--- src/include/lsu_cfg.svh ---
// ========================================
// LSU configuration macros
// Data path widths, model response latency
// and physical memory region bounds
// ========================================

`ifndef LSU_CFG_SVH
`define LSU_CFG_SVH

// Widths
`define LSU_PADDR_W      32
`define LSU_XLEN         64
`define LSU_PREG_W       6
`define LSU_ROB_W        5

// Cycles from accepted request to response pulse (cache model)
`define LSU_RSP_LAT      2

// Region map with exclusive end bounds
// Only DRAM is cacheable
`define LSU_DRAM_START   32'h8000_0000
`define LSU_DRAM_END     32'h9000_0000
`define LSU_UART_START   32'h1000_0000
`define LSU_UART_END     32'h1000_1000
`define LSU_CLINT_START  32'h0200_0000
`define LSU_CLINT_END    32'h0201_0000
`define LSU_ROM_START    32'h0000_1000
`define LSU_ROM_END      32'h0001_0000

`endif

--- src/design/lsu_pkg.sv ---
// ========================================
// LSU shared types
// Vector typedefs, access size and opcode
// enums, request/response/commit structs
// ========================================

`default_nettype none

`include "lsu_cfg.svh"

package lsu_pkg;

    typedef logic [`LSU_PADDR_W-1:0]  paddr_t;
    typedef logic [`LSU_XLEN-1:0]     xdata_t;
    typedef logic [`LSU_PREG_W-1:0]   preg_idx_t;
    typedef logic [`LSU_ROB_W-1:0]    rob_idx_t;
    typedef logic [`LSU_XLEN/8-1:0]   byte_en_t;
    typedef logic [2:0]               byte_off_t;

    typedef enum logic [1:0] {
        SIZE_BYTE  = 2'd0,
        SIZE_HALF  = 2'd1,
        SIZE_WORD  = 2'd2,
        SIZE_DWORD = 2'd3
    } mem_size_e;

    typedef enum logic [2:0] {
        MEM_OP_LOAD  = 3'd0,
        MEM_OP_LD_FP = 3'd1,
        MEM_OP_STORE = 3'd2,
        MEM_OP_ST_FP = 3'd3,
        MEM_OP_FENCE = 3'd4
    } mem_op_e;

    // ========================================
    // Issue, cache and commit buses
    // ========================================

    typedef struct packed {
        paddr_t     paddr;
        xdata_t     wdata;
        preg_idx_t  rdst_idx;
        logic       rdst_is_fp;
        mem_size_e  size;
        mem_op_e    mem_op;
        rob_idx_t   rob_idx;
        logic       sign_ext;
    } lsu_issue_t;

    // wdata is already aligned to the byte lanes of be
    typedef struct packed {
        paddr_t     paddr;
        xdata_t     wdata;
        byte_en_t   be;
        mem_size_e  size;
        logic       is_load;
        logic       is_store;
        logic       cacheable;
        rob_idx_t   rob_idx;
        preg_idx_t  rdst_idx;
        logic       rdst_is_fp;
        logic       sign_ext;
    } dcache_req_t;

    typedef struct packed {
        logic       valid;
        xdata_t     rdata;
        byte_off_t  offset;
        mem_size_e  size;
        logic       sign_ext;
        logic       is_load;
        logic       is_store;
        logic       cacheable;
        rob_idx_t   rob_idx;
        preg_idx_t  rdst_idx;
        logic       rdst_is_fp;
    } dcache_rsp_t;

    typedef struct packed {
        logic       we;
        preg_idx_t  idx;
        xdata_t     data;
    } reg_wb_t;

    typedef struct packed {
        logic       vld;
        preg_idx_t  idx;
        logic       is_fp;
    } awake_t;

    typedef struct packed {
        logic       vld;
        rob_idx_t   idx;
    } rob_commit_t;

endpackage

`default_nettype wire

--- src/design/lsu_issue_stage.sv ---
// ========================================
// LSU issue stage
// Stage 1 register, opcode decode, region
// check, stall and non-cacheable lock,
// byte enables and data cache request
// ========================================

`timescale 1ns/1ps
`default_nettype none

`include "lsu_cfg.svh"

module lsu_issue_stage
    import lsu_pkg::*;
(
    input  wire logic         clk_i,
    input  wire logic         rst_n_i,
    input  wire logic         flush_i,
    // Issue port
    input  wire logic         issue_vld_i,
    input  wire lsu_issue_t   issue_req_i,
    output      logic         issue_rdy_o,
    // Data cache
    output      logic         dcache_req_vld_o,
    output      dcache_req_t  dcache_req_o,
    input  wire logic         dcache_rdy_i,
    input  wire dcache_rsp_t  dcache_rsp_i,
    input  wire logic         dcache_idle_i,
    // Direct fence commit
    output      logic         fence_commit_o,
    output      rob_idx_t     fence_rob_idx_o
);

    logic        st1_vld_q;
    lsu_issue_t  st1_q;
    logic        st1_act;
    logic        st1_stall;
    logic        st1_leave;
    logic        nc_lock_q;

    logic        is_load;
    logic        is_store;
    logic        is_fence;
    logic        in_dram;
    logic        in_uart;
    logic        in_clint;
    logic        in_rom;
    logic        addr_legal;
    logic        cacheable;

    byte_off_t   offset;
    byte_en_t    st1_be;
    xdata_t      st1_wdata_sh;

    // ========================================
    // Stage 1 register
    // ========================================

    // Flush kills the held operation in the same cycle
    assign st1_act     = st1_vld_q && !flush_i;
    assign st1_leave   = st1_act && !st1_stall;
    assign issue_rdy_o = !st1_act || st1_leave;

    always_ff @(posedge clk_i) begin
        if (!rst_n_i) begin
            st1_vld_q <= 1'b0;
        end else begin
            st1_vld_q <= issue_rdy_o ? issue_vld_i : st1_act;
        end
    end

    always_ff @(posedge clk_i) begin
        if (issue_vld_i && issue_rdy_o) begin
            st1_q <= issue_req_i;
        end
    end

    // ========================================
    // Decode and region map
    // ========================================

    assign is_load  = (st1_q.mem_op == MEM_OP_LOAD)  || (st1_q.mem_op == MEM_OP_LD_FP);
    assign is_store = (st1_q.mem_op == MEM_OP_STORE) || (st1_q.mem_op == MEM_OP_ST_FP);
    assign is_fence = (st1_q.mem_op == MEM_OP_FENCE);

    assign in_dram  = (st1_q.paddr >= `LSU_DRAM_START)  && (st1_q.paddr < `LSU_DRAM_END);
    assign in_uart  = (st1_q.paddr >= `LSU_UART_START)  && (st1_q.paddr < `LSU_UART_END);
    assign in_clint = (st1_q.paddr >= `LSU_CLINT_START) && (st1_q.paddr < `LSU_CLINT_END);
    assign in_rom   = (st1_q.paddr >= `LSU_ROM_START)   && (st1_q.paddr < `LSU_ROM_END);

    assign addr_legal = in_dram || in_uart || in_clint || in_rom;
    assign cacheable  = in_dram;

    // ========================================
    // Stall, lock and cache request
    // ========================================

    always_comb begin
        st1_stall = 1'b0;
        if (nc_lock_q) begin
            st1_stall = 1'b1;
        end
        if (is_fence) begin
            // Fence needs an idle cache and a free commit bus
            if (!dcache_idle_i || dcache_rsp_i.valid) begin
                st1_stall = 1'b1;
            end
        end else begin
            // Illegal address waits here until a flush
            if (!addr_legal) begin
                st1_stall = 1'b1;
            end
            if (!cacheable && !dcache_idle_i) begin
                st1_stall = 1'b1;
            end
            if (!dcache_rdy_i) begin
                st1_stall = 1'b1;
            end
        end
    end

    assign dcache_req_vld_o = st1_act && !is_fence && addr_legal && !nc_lock_q
                              && (cacheable || dcache_idle_i);

    // Set by a non-cacheable handshake and cleared by its response
    always_ff @(posedge clk_i) begin
        if (!rst_n_i) begin
            nc_lock_q <= 1'b0;
        end else if (flush_i) begin
            nc_lock_q <= 1'b0;
        end else if (dcache_req_vld_o && dcache_rdy_i && !cacheable) begin
            nc_lock_q <= 1'b1;
        end else if (dcache_rsp_i.valid && !dcache_rsp_i.cacheable) begin
            nc_lock_q <= 1'b0;
        end
    end

    assign fence_commit_o  = st1_leave && is_fence;
    assign fence_rob_idx_o = st1_q.rob_idx;

    // Byte lanes and store data alignment
    assign offset = st1_q.paddr[2:0];

    always_comb begin
        case (st1_q.size)
            SIZE_BYTE: st1_be = byte_en_t'(8'h01 << offset);
            SIZE_HALF: st1_be = byte_en_t'(8'h03 << offset);
            SIZE_WORD: st1_be = byte_en_t'(8'h0f << offset);
            default:   st1_be = 8'hff;
        endcase
    end

    assign st1_wdata_sh = st1_q.wdata << {offset, 3'b000};

    always_comb begin
        dcache_req_o.paddr      = st1_q.paddr;
        dcache_req_o.wdata      = st1_wdata_sh;
        dcache_req_o.be         = st1_be;
        dcache_req_o.size       = st1_q.size;
        dcache_req_o.is_load    = is_load;
        dcache_req_o.is_store   = is_store;
        dcache_req_o.cacheable  = cacheable;
        dcache_req_o.rob_idx    = st1_q.rob_idx;
        dcache_req_o.rdst_idx   = st1_q.rdst_idx;
        dcache_req_o.rdst_is_fp = st1_q.rdst_is_fp;
        dcache_req_o.sign_ext   = st1_q.sign_ext;
    end

endmodule

`default_nettype wire

--- src/design/lsu_load_align.sv ---
// ========================================
// LSU load aligner
// Shifts returned load data to bit 0,
// extends by size and NaN-boxes FP words
// ========================================

`timescale 1ns/1ps
`default_nettype none

module lsu_load_align
    import lsu_pkg::*;
(
    input  wire dcache_rsp_t  rsp_i,
    output      xdata_t       load_data_o
);

    xdata_t  rdata_sh;
    logic    ext_b;
    logic    ext_h;
    logic    ext_w;

    // Bring the addressed bytes down to lane 0
    assign rdata_sh = rsp_i.rdata >> {rsp_i.offset, 3'b000};

    // Fill bit per size is zero without sign extension
    assign ext_b = rsp_i.sign_ext && rdata_sh[7];
    assign ext_h = rsp_i.sign_ext && rdata_sh[15];
    assign ext_w = rsp_i.sign_ext && rdata_sh[31];

    always_comb begin
        case (rsp_i.size)
            SIZE_BYTE: begin
                load_data_o = {{56{ext_b}}, rdata_sh[7:0]};
            end
            SIZE_HALF: begin
                load_data_o = {{48{ext_h}}, rdata_sh[15:0]};
            end
            SIZE_WORD: begin
                // Single precision value in an FP register is NaN-boxed
                if (rsp_i.rdst_is_fp && rsp_i.sign_ext) begin
                    load_data_o = {32'hffff_ffff, rdata_sh[31:0]};
                end else begin
                    load_data_o = {{32{ext_w}}, rdata_sh[31:0]};
                end
            end
            default: begin
                load_data_o = rsp_i.rdata;
            end
        endcase
    end

endmodule

`default_nettype wire

--- src/design/lsu_commit_merge.sv ---
// ========================================
// LSU commit and write-back merge
// Registered ROB commit, GPR/FPR write-back
// and wake-up of dependent instructions
// ========================================

`timescale 1ns/1ps
`default_nettype none

module lsu_commit_merge
    import lsu_pkg::*;
(
    input  wire logic         clk_i,
    input  wire logic         rst_n_i,
    input  wire dcache_rsp_t  rsp_i,
    input  wire xdata_t       load_data_i,
    input  wire logic         fence_commit_i,
    input  wire rob_idx_t     fence_rob_idx_i,
    output      reg_wb_t      gpr_wb_o,
    output      reg_wb_t      fpr_wb_o,
    output      awake_t       awake_o,
    output      rob_commit_t  rob_commit_o
);

    logic       commit_vld_q;
    rob_idx_t   commit_idx_q;
    logic       gpr_we_q;
    logic       fpr_we_q;
    preg_idx_t  wb_idx_q;
    xdata_t     wb_data_q;

    // Valid bits
    always_ff @(posedge clk_i) begin
        if (!rst_n_i) begin
            commit_vld_q <= 1'b0;
            gpr_we_q     <= 1'b0;
            fpr_we_q     <= 1'b0;
        end else begin
            commit_vld_q <= rsp_i.valid || fence_commit_i;
            gpr_we_q     <= rsp_i.valid && rsp_i.is_load && !rsp_i.rdst_is_fp;
            fpr_we_q     <= rsp_i.valid && rsp_i.is_load && rsp_i.rdst_is_fp;
        end
    end

    // Fence never shares a cycle with a response
    always_ff @(posedge clk_i) begin
        commit_idx_q <= fence_commit_i ? fence_rob_idx_i : rsp_i.rob_idx;
        wb_idx_q     <= rsp_i.rdst_idx;
        wb_data_q    <= load_data_i;
    end

    always_comb begin
        rob_commit_o.vld = commit_vld_q;
        rob_commit_o.idx = commit_idx_q;

        gpr_wb_o.we   = gpr_we_q;
        gpr_wb_o.idx  = wb_idx_q;
        gpr_wb_o.data = wb_data_q;

        fpr_wb_o.we   = fpr_we_q;
        fpr_wb_o.idx  = wb_idx_q;
        fpr_wb_o.data = wb_data_q;

        // Wake-up follows the active write-back
        awake_o.vld   = gpr_we_q || fpr_we_q;
        awake_o.idx   = wb_idx_q;
        awake_o.is_fp = fpr_we_q;
    end

endmodule

`default_nettype wire

--- src/design/lsu_ctrl_top.sv ---
// ========================================
// LSU control top level
// Issue stage, load aligner and commit
// merge connected to core and data cache
// ========================================

`timescale 1ns/1ps
`default_nettype none

module lsu_ctrl_top
    import lsu_pkg::*;
(
    input  wire logic         clk_i,
    input  wire logic         rst_n_i,
    input  wire logic         flush_i,
    // Issue from the core
    input  wire logic         issue_vld_i,
    input  wire lsu_issue_t   issue_req_i,
    output      logic         issue_rdy_o,
    // Data cache
    output      logic         dcache_req_vld_o,
    output      dcache_req_t  dcache_req_o,
    input  wire logic         dcache_rdy_i,
    input  wire dcache_rsp_t  dcache_rsp_i,
    input  wire logic         dcache_idle_i,
    // Write-back, wake-up and commit
    output      reg_wb_t      gpr_wb_o,
    output      reg_wb_t      fpr_wb_o,
    output      awake_t       awake_o,
    output      rob_commit_t  rob_commit_o
);

    logic      fence_commit;
    rob_idx_t  fence_rob_idx;
    xdata_t    load_wb;

    lsu_issue_stage u_issue_stage (
        .clk_i            (clk_i),
        .rst_n_i          (rst_n_i),
        .flush_i          (flush_i),
        .issue_vld_i      (issue_vld_i),
        .issue_req_i      (issue_req_i),
        .issue_rdy_o      (issue_rdy_o),
        .dcache_req_vld_o (dcache_req_vld_o),
        .dcache_req_o     (dcache_req_o),
        .dcache_rdy_i     (dcache_rdy_i),
        .dcache_rsp_i     (dcache_rsp_i),
        .dcache_idle_i    (dcache_idle_i),
        .fence_commit_o   (fence_commit),
        .fence_rob_idx_o  (fence_rob_idx)
    );

    lsu_load_align u_load_align (
        .rsp_i       (dcache_rsp_i),
        .load_data_o (load_wb)
    );

    lsu_commit_merge u_commit_merge (
        .clk_i           (clk_i),
        .rst_n_i         (rst_n_i),
        .rsp_i           (dcache_rsp_i),
        .load_data_i     (load_wb),
        .fence_commit_i  (fence_commit),
        .fence_rob_idx_i (fence_rob_idx),
        .gpr_wb_o        (gpr_wb_o),
        .fpr_wb_o        (fpr_wb_o),
        .awake_o         (awake_o),
        .rob_commit_o    (rob_commit_o)
    );

endmodule

`default_nettype wire

--- config.mk ---
export PLATFORM = sky130hd
export DESIGN_NAME = lsu_ctrl_top
export DESIGN_NICKNAME = d
export VERILOG_FILES = /design/src/design/lsu_pkg.sv /design/src/design/lsu_issue_stage.sv /design/src/design/lsu_load_align.sv /design/src/design/lsu_commit_merge.sv /design/src/design/lsu_ctrl_top.sv
export VERILOG_INCLUDE_DIRS = /design/src /design/src/include
export SDC_FILE = /design/constraint.sdc
export NUM_CORES = 1
export LEC_CHECK = 0
export ABC_AREA = 1
export BUFFER_PORTS_ARGS = -buffer_cell sky130_fd_sc_hd__buf_2
export CORE_AREA = 2 2 190 192
export DETAILED_ROUTE_END_ITERATION = 10
export DIE_AREA = 0 0 192 194
export PLACE_DENSITY_LB_ADDON = 0.08
export SLEW_MARGIN = 5
export SYNTH_ARGS = -nofsm -noshare
export SYNTH_HDL_FRONTEND = slang
export SYNTH_SLANG_ARGS = --single-unit
--- constraint.sdc ---
create_clock -name clk_i -period 15.3 [get_ports clk_i]
set_input_delay 2.295 -clock clk_i [delete_from_list [all_inputs] [get_ports clk_i]]
set_output_delay 2.295 -clock clk_i [all_outputs]
set_load 0.005 [all_outputs]
==> run metrics, run 1 <==
outcome complete, no violations; final period utilization 0.357; Clock power frac 0.347; core area 35,200 um^2; Routed WL per cell 18.7 um; Comb pwr share 0.185; Post-CTS Hold Buffers 0; metal3 WL 2.66 mm; Max Buffers Root-to-Sink 2; Via density 4.68; largest net degree at the start of global routing 80; vias 9,569; P&R area growth vs syn 22.5%; crit end category output port; post-synthesis mux area share 0.0102; IO Port Bufs 484; CP Capture Point issue_rdy_o; Crit Path Max Fanout 3; Final setup viols 0; MaxCap Viol Count 0; Setup TNS 0 ns; DRC 0; cell taking the most area after synthesis edfxtp_1; Die W 192 um; CP required 13.01 ns; initial DRC count 522; Mapped Area 10,400 um^2; Avg Cell Area, Syn 8.33 um^2; CTS tree built; crit path DAT 3.16 ns; HPWL after detailed placement 28.4 mm; total die area 37,200 um^2; routed wire length 38.3 mm; Die Ht 194 um; Worst R2R Path Depth 8; Fin Clk Skew 0.00740 ns; Adder-Cell Fraction of Synth Area 0.00241; post-synthesis compound-gate area fraction 0.117; layout cells sized above 1 0.364; Yosys reg bits about 190; initial core utilization 0.295; Seq/Total Area, Yosys 0.483; fillers 3,817; VDD IR-drop max between 0.07 and 0.08 mV; Synthesis Warnings 0; vias in the first global route 9,299; CTS Root Cell clkbuf_16; critical path startpoint category primary input; Post-Synth Simple-Gate Area 0.230; post-route ant nets 0; GRT overflow 0; internal power 943 uW; static leakage 0.00632 uW; DRT Pass-1 Iters 5; I/O pins between 400 and 500; hold slack final roughly 0.5 ns; P_sw 382 uW; worst reg2reg path startpoint u_issue_stage.dcache_req_o[119]; Post-synth EDFFs about 110; R2R setup slack 12.66 ns; Tightest Pin Transition 1.03 ns; Sw Ratio 0.288; Tot GR Track Use 0.200; global-route wire length before repair ~56 mm; PwrDens 104 nW/um^2; final hold vios 0; row cnt 69; clock sink count 194; post-synth top area share 0.329; top cells by area, synth edfxtp_1 (33%), dfxtp_1 (15%), nand2_1 (13%), buf_4 (9.6%), o21ai_0 (5.1%); CTS buffer count 17; cell count after synthesis approximately 1,200; clk slew on worst S/H paths 0.07 ns; main combinational cell family by area after synthesis simple AND/OR/NAND/NOR gates; initial antenna violation count 8; critical path type in -> out; syn nets around 1,500; Seq pwr share 0.468; DR WL met2 18.5 mm; Post-CTS Repair Setup Buffers 0; Hold Path Class reg -> reg; Layout Nets around 1,800; Final GP Congestion 0.833; H-tree levels 4; M1 WL 16.4 mm; unrepaired setup endpoints after global routing false; end of the worst register-to-register path u_issue_stage.fence_rob_idx_o[1]; normalized max-slew margin 0.311; clk_lat worst skew between 0.4 and 0.5 ns; crit path launch dcache_rsp_i[85]; minimum clock period 5.46 ns; Most used DFF post-synth edfxtp_1; Top Layer Used met5; ys async rst share 0; post-synthesis cell type count 46; final max-slew violation count 0; Resize count post-CTS 0; fmax 0.183 GHz; xor and xnor area share after synthesis 0
layout by cell type (no fill, tap or decap), types with 3 or more instances in the layout:
master      count
buf_2         484
nand2_1       354
edfxtp_1      114
o21ai_0       106
nor2_1         89
dfxtp_1        80
inv_1          68
nand3_1        67
a21oi_1        33
clkbuf_16      17
nand3_2        16
o211ai_1       15
buf_4          14
a22oi_1        13
nand4_1        12
o221ai_1       11
o22ai_1         9
or2_2           8
diode_2         5
mux2_2          5
mux2i_1         5
o21ai_1         4
a211oi_1        4
nor3_1          4
clkinv_2        4
inv_2           3
o21ai_2         3
nand2_2         3
clkinv_1        3
clkinvlp_4      3
inv_6           3
stage by stage:
| stage | cell area (um^2) | total power, uW | worst slack [ns] | utilization | std cells |
|---|---|---|---|---|---|
| 4_1_cts | 12700 | 1350 | 9.84 | 0.361 | 2039 |
| 5_1_grt | 12700 | 1390 | 9.73 | 0.362 | 2042 |
| 3_3_place_gp | 12200 | 881 | 9.83 | 0.345 | 2007 |
| 2_1_floorplan | 10400 | 783 | 6.46 | - | 1249 |
| 3_5_place_dp | 12200 | 880 | 9.84 | 0.345 | 2007 |
| 6_report | 12700 | 1330 | 9.84 | 0.362 | 2044 |
worst min path at each step:
stage | start | slack, ns | to | cells after the start
2_1_floorplan | u_issue_stage.nc_lock_q | 0.46 | u_issue_stage.nc_lock_q | 2
3_3_place_gp | u_issue_stage.nc_lock_q | 0.49 | u_issue_stage.nc_lock_q | 2
3_5_place_dp | u_issue_stage.nc_lock_q | 0.49 | u_issue_stage.nc_lock_q | 2
4_1_cts | u_issue_stage.nc_lock_q | 0.50 | u_issue_stage.nc_lock_q | 2
5_1_grt | u_issue_stage.fence_rob_idx_o[2] | 0.53 | u_commit_merge.commit_idx_q[2] | 1
6_report | u_issue_stage.nc_lock_q | 0.50 | u_issue_stage.nc_lock_q | 2
cells in the mapped netlist, types with 2 or more instances:
master,instances
nand3_1,67
a211oi_1,4
a22oi_1,13
o21ai_0,106
dfxtp_1,80
mux2_2,5
ha_1,2
a21oi_1,34
edfxtp_1,114
buf_2,21
buf_1,6
nor3_1,4
o21ai_1,4
nand3_2,16
nand2_1,354
o211ai_1,15
or2_1,2
nand2_2,3
inv_2,3
inv_1,68
o21ai_2,3
o22ai_1,9
nor2_1,90
buf_6,11
clkbuf_1,29
clkinv_1,2
or2_2,8
buf_4,133
nand4_1,12
mux2i_1,5
o221ai_1,11
final cells by class:
type | count | area [um^2] | share of cell area
Sequential cell | 194 | 5020 | 0.394
Multi-Input combinational cell | 780 | 3750 | 0.294
Timing Repair Buffer | 498 | 2530 | 0.198
Tap cell | 461 | 577 | 0.0453
Clock buffer | 19 | 443 | 0.0348
Inverter | 74 | 280 | 0.0220
Clock inverter | 13 | 133 | 0.0104
Antenna cell | 5 | 12.5 | 0.000982
sequential cells by signal, indices dropped and copies added (netlist names), 5 cells and up:
name	cells
u_commit_merge.commit_idx_q	5
u_commit_merge.wb_data_q	64
u_commit_merge.wb_idx_q	6
u_issue_stage.dcache_req_o	42
u_issue_stage.fence_rob_idx_o	5
u_issue_stage.st1_q	67
kinds of logic after synthesis:
group,Yosys count
AO/OA/AOI/OAI,206
AND/OR/NAND/NOR,562
adder cells (fa/ha/maj),2
multiplexers,10
flip-flops,194
buffers and inverters,275
routing by layer:
metal | vias up | global-route usage
met5 | - | 0
met4 | 6 | 0.0560
met3 | 43 | 0.0514
met2 | 375 | 0.342
met1 | 4487 | 0.248
li1 | 4658 | -
power groups by stage:
stage	Combinational [uW]	Clock (uW)	Sequential, uW
CTS	249	476	621
detailed placement	248	0	632
global route	275	495	625
floorplan	153	0	630
finish	246	459	620
global placement	249	0	632
critical path: stages:
cell     delay (ns)
buf_2          0.10
inv_1          0.08
nand2_1        0.06
nor3_1         0.22
nor2_1         0.12
nand2_1        0.11
buf_2          0.17
No activity file was read; power rests on OpenSTA's default activity.
==> inputs of run 2 (changes only) <==
--- a/config.mk
+++ b/config.mk
@@ -6,11 +6,11 @@
 export SDC_FILE = /design/constraint.sdc
 export NUM_CORES = 1
 export LEC_CHECK = 0
-export ABC_AREA = 1
+export ABC_AREA = 0
 export BUFFER_PORTS_ARGS = -buffer_cell sky130_fd_sc_hd__buf_2
-export CORE_AREA = 2 2 190 192
+export CORE_AREA = 2 2 188 190
 export DETAILED_ROUTE_END_ITERATION = 10
-export DIE_AREA = 0 0 192 194
+export DIE_AREA = 0 0 190 192
 export PLACE_DENSITY_LB_ADDON = 0.08
 export SLEW_MARGIN = 5
 export SYNTH_ARGS = -nofsm -noshare
==> constraint.sdc (replaced) <==
create_clock -name clk_i -period 5.3 [get_ports clk_i]
set_input_delay 0.795 -clock clk_i [delete_from_list [all_inputs] [get_ports clk_i]]
set_output_delay 0.795 -clock clk_i [all_outputs]
set_load 0.005 [all_outputs]
==> run 2 against run 1 <==
Net effect:
- via count down 9.3%
- largest power group unchanged
- combinational power rose to 3.1 times the previous value
- power rose to 2.9 times the previous value
- wire length is 1.7% lower
==> run metrics, run 2 <==
largest net degree at the start of global routing 88 (+10%); Worst R2R Path Depth 5 (-3); HPWL after detailed placement 28.0 mm (-1.7%); multi-input logic area 4320 um^2 (+15%); GRT overflow 0 (unchanged); max reg flops 67 (unchanged); commonest non-fill, non-tap cell in the layout buf_2; normalized max-slew margin 0.367 (+0.0561); Final setup viols 0 (unchanged); Post-CTS Repair Setup Buffers 0 (unchanged); PwrDens 294 nW/um^2 (+180%); Yosys reg bits 194 (unchanged); fmax 0.259 GHz; top cells by area, synth edfxtp_1 (32%), dfxtp_1 (15%), buf_4 (9.7%), mux2i_1 (7.5%), mux4_2 (6.7%); DRT Pass-1 Iters 5 (unchanged); clock sink count 194 (unchanged); CTS buffer count 17 (unchanged); Post-CTS Hold Buffers 0 (unchanged); DRC 0 (unchanged); Crit Path Max Fanout 17 (+14); Die W 190 um (-1.0%); clk_lat worst skew 0.45 ns (about the same); crit path DAT 3.06 ns (-0.10 ns); critical path startpoint category flop; MaxCap Viol Count 0 (unchanged); most frequent cell after synthesis buf_4; clk slew on worst S/H paths 0.07 ns (about the same); core area 34,300 um^2 (-2.7%); Post-synth EDFFs 114 (unchanged); Hold Path Class in -> reg; unrepaired setup endpoints after global routing false; Tightest Pin Transition 0.949 ns (-0.0841 ns); routed wire length 37.6 mm (-1.7%); Seq. cell area 5020 um^2 (unchanged); vias in the first global route 8,441 (-9.2%); final hold vios 0 (unchanged); Biggest register u_issue_stage.st1_q; Mapped Area 10,800 um^2 (+3.6%); most frequent cells in the layout buf_2 (484), edfxtp_1 (114), mux2i_1 (81); H-tree levels 4 (unchanged); Seq/Total Area, Yosys 0.466 (-0.0170); layout cells sized above 1 0.454 (+0.0900); CTS Root Cell clkbuf_16; Via density 4.90 (+4.7%); CP required 4.51 ns (-8.50 ns); Most used DFF post-synth edfxtp_1; initial antenna violation count 12 (+4); CTS tree built; cell count after synthesis 982 (-21%); post-synthesis cell type count 54 (+17%); Routed WL per cell 21.2 um (+13%); final period utilization 0.728; post-layout util 0.383 (+0.0215); global-route wire length before repair 53.5 mm (-4.2%); Tot GR Track Use 0.199 (-0.000854); Synthesis Warnings 0 (unchanged); post-route ant nets 0 (unchanged); cell taking the most area after synthesis edfxtp_1; crit end category output port; row cnt 68 (-1.4%); I/O pins 486 (unchanged); syn nets 1,190 (-18%); Final GP Congestion 0.800 (-4.0%); vias 8,680 (-9.3%); VDD IR-drop max 0.230 mV (+190%); static leakage 0.00599 uW (-5.3%); IO Port Bufs 484 (unchanged); Avg Cell Area, Syn 11.0 um^2 (+32%); Layout Nets 1,504 (-15%); Pwr Total 3860 uW (+190%); outcome complete, no violations; initial DRC count 378 (-28%); synth cell count leaders buf_4 (139), edfxtp_1 (114), mux2i_1 (81); final max-slew violation count 0 (unchanged); ys async rst share 0 (unchanged); Resize count post-CTS 0 (unchanged); Setup TNS 0 ns (unchanged); fillers 3,483 (-8.8%); Min-Delay Path Depth 1 (-1); P&R area growth vs syn 21.9%; Max Buffers Root-to-Sink 2 (unchanged); initial core utilization 0.314 (+0.0191); total die area 36,500 um^2 (-2.1%); post-synth top area share 0.318 (-0.0116); minimum clock period slightly below 4 ns; Fin Clk Skew 0.0118 ns (+0.00444 ns); critical path type reg -> out; Die Ht 192 um (-1.0%)
run 2: changes by cell type after synthesis, moves of 32 or more:
cell     before  now
mux2i_1       5   81
nand3_1      67   11
o21ai_0     106   16
inv_1        68   20
nand2_1     354   57
mux4_2        0   32
run 2: final cells by class:
class	count	area share
Sequential cell	194	0.382
Multi-Input combinational cell	564	0.329
Timing Repair Buffer	498	0.195
Tap cell	455	0.0433
Clock buffer	18	0.0327
Clock inverter	14	0.0104
Inverter	21	0.00600
Antenna cell	7	0.00133
run 2: worst paths after layout:
check	from	end	slack [ns]
max	u_issue_stage.dcache_req_o[90]	dcache_req_o[22]	1.44
min	dcache_rsp_i[5]	u_commit_merge.wb_idx_q[4]	0.45
max reg2reg	u_issue_stage.dcache_req_o[121]	u_issue_stage.st1_q[76]	2.64
min reg2reg	u_issue_stage.fence_rob_idx_o[4]	u_commit_merge.commit_idx_q[4]	0.47
run 2: through the flow:
step	instances	setup slack (ns)	hold WS, ns	instance area, um^2
after global routing	1767	1.16	0.414	13100
after CTS	1764	1.38	0.416	13100
final	1771	1.44	0.448	13100
after global placement	1732	1.79	0.461	12600
after detailed placement	1732	1.76	0.463	12600
after floorplan	982	1.47	0.454	10800
run 2: layer usage:
metal | GRT usage | up-vias | share of wire
met3 | 0.0524 | 47 | 0.075
met1 | 0.237 | 4138 | 0.40
li1 | - | 4104 | -
met5 | 0 | - | 0.0019
met2 | 0.353 | 379 | 0.51
met4 | 0.0566 | 12 | 0.017
run 2: cells by family (layout without fill, tap and decap cells):
group	Yosys count	after routing	synth area share
AOI/OAI and AO/OA	151	151	0.0912
buffers and inverters	224	551	0.135
adders and majority gates	2	2	0.00232
muxes	160	160	0.191
DFF	194	194	0.466
other	0	7	0
and+or+nand+nor	251	251	0.115
run 2: where the power goes:
group | internal, uW | total (uW) | leakage (uW) | switching, uW
Sequential | 1730 | 1810 | 0.00177 | 79.3
Combinational | 363 | 757 | 0.00394 | 394
Clock | 693 | 1300 | 0.000273 | 603
run 2: worst max-delay path: stages (launching register included):
cell and delay, ns:
edfxtp_1 0.93, clkinv_1 0.80, a21oi_1 0.33, a211oi_1 0.10, a211o_1 0.29, buf_2 0.14
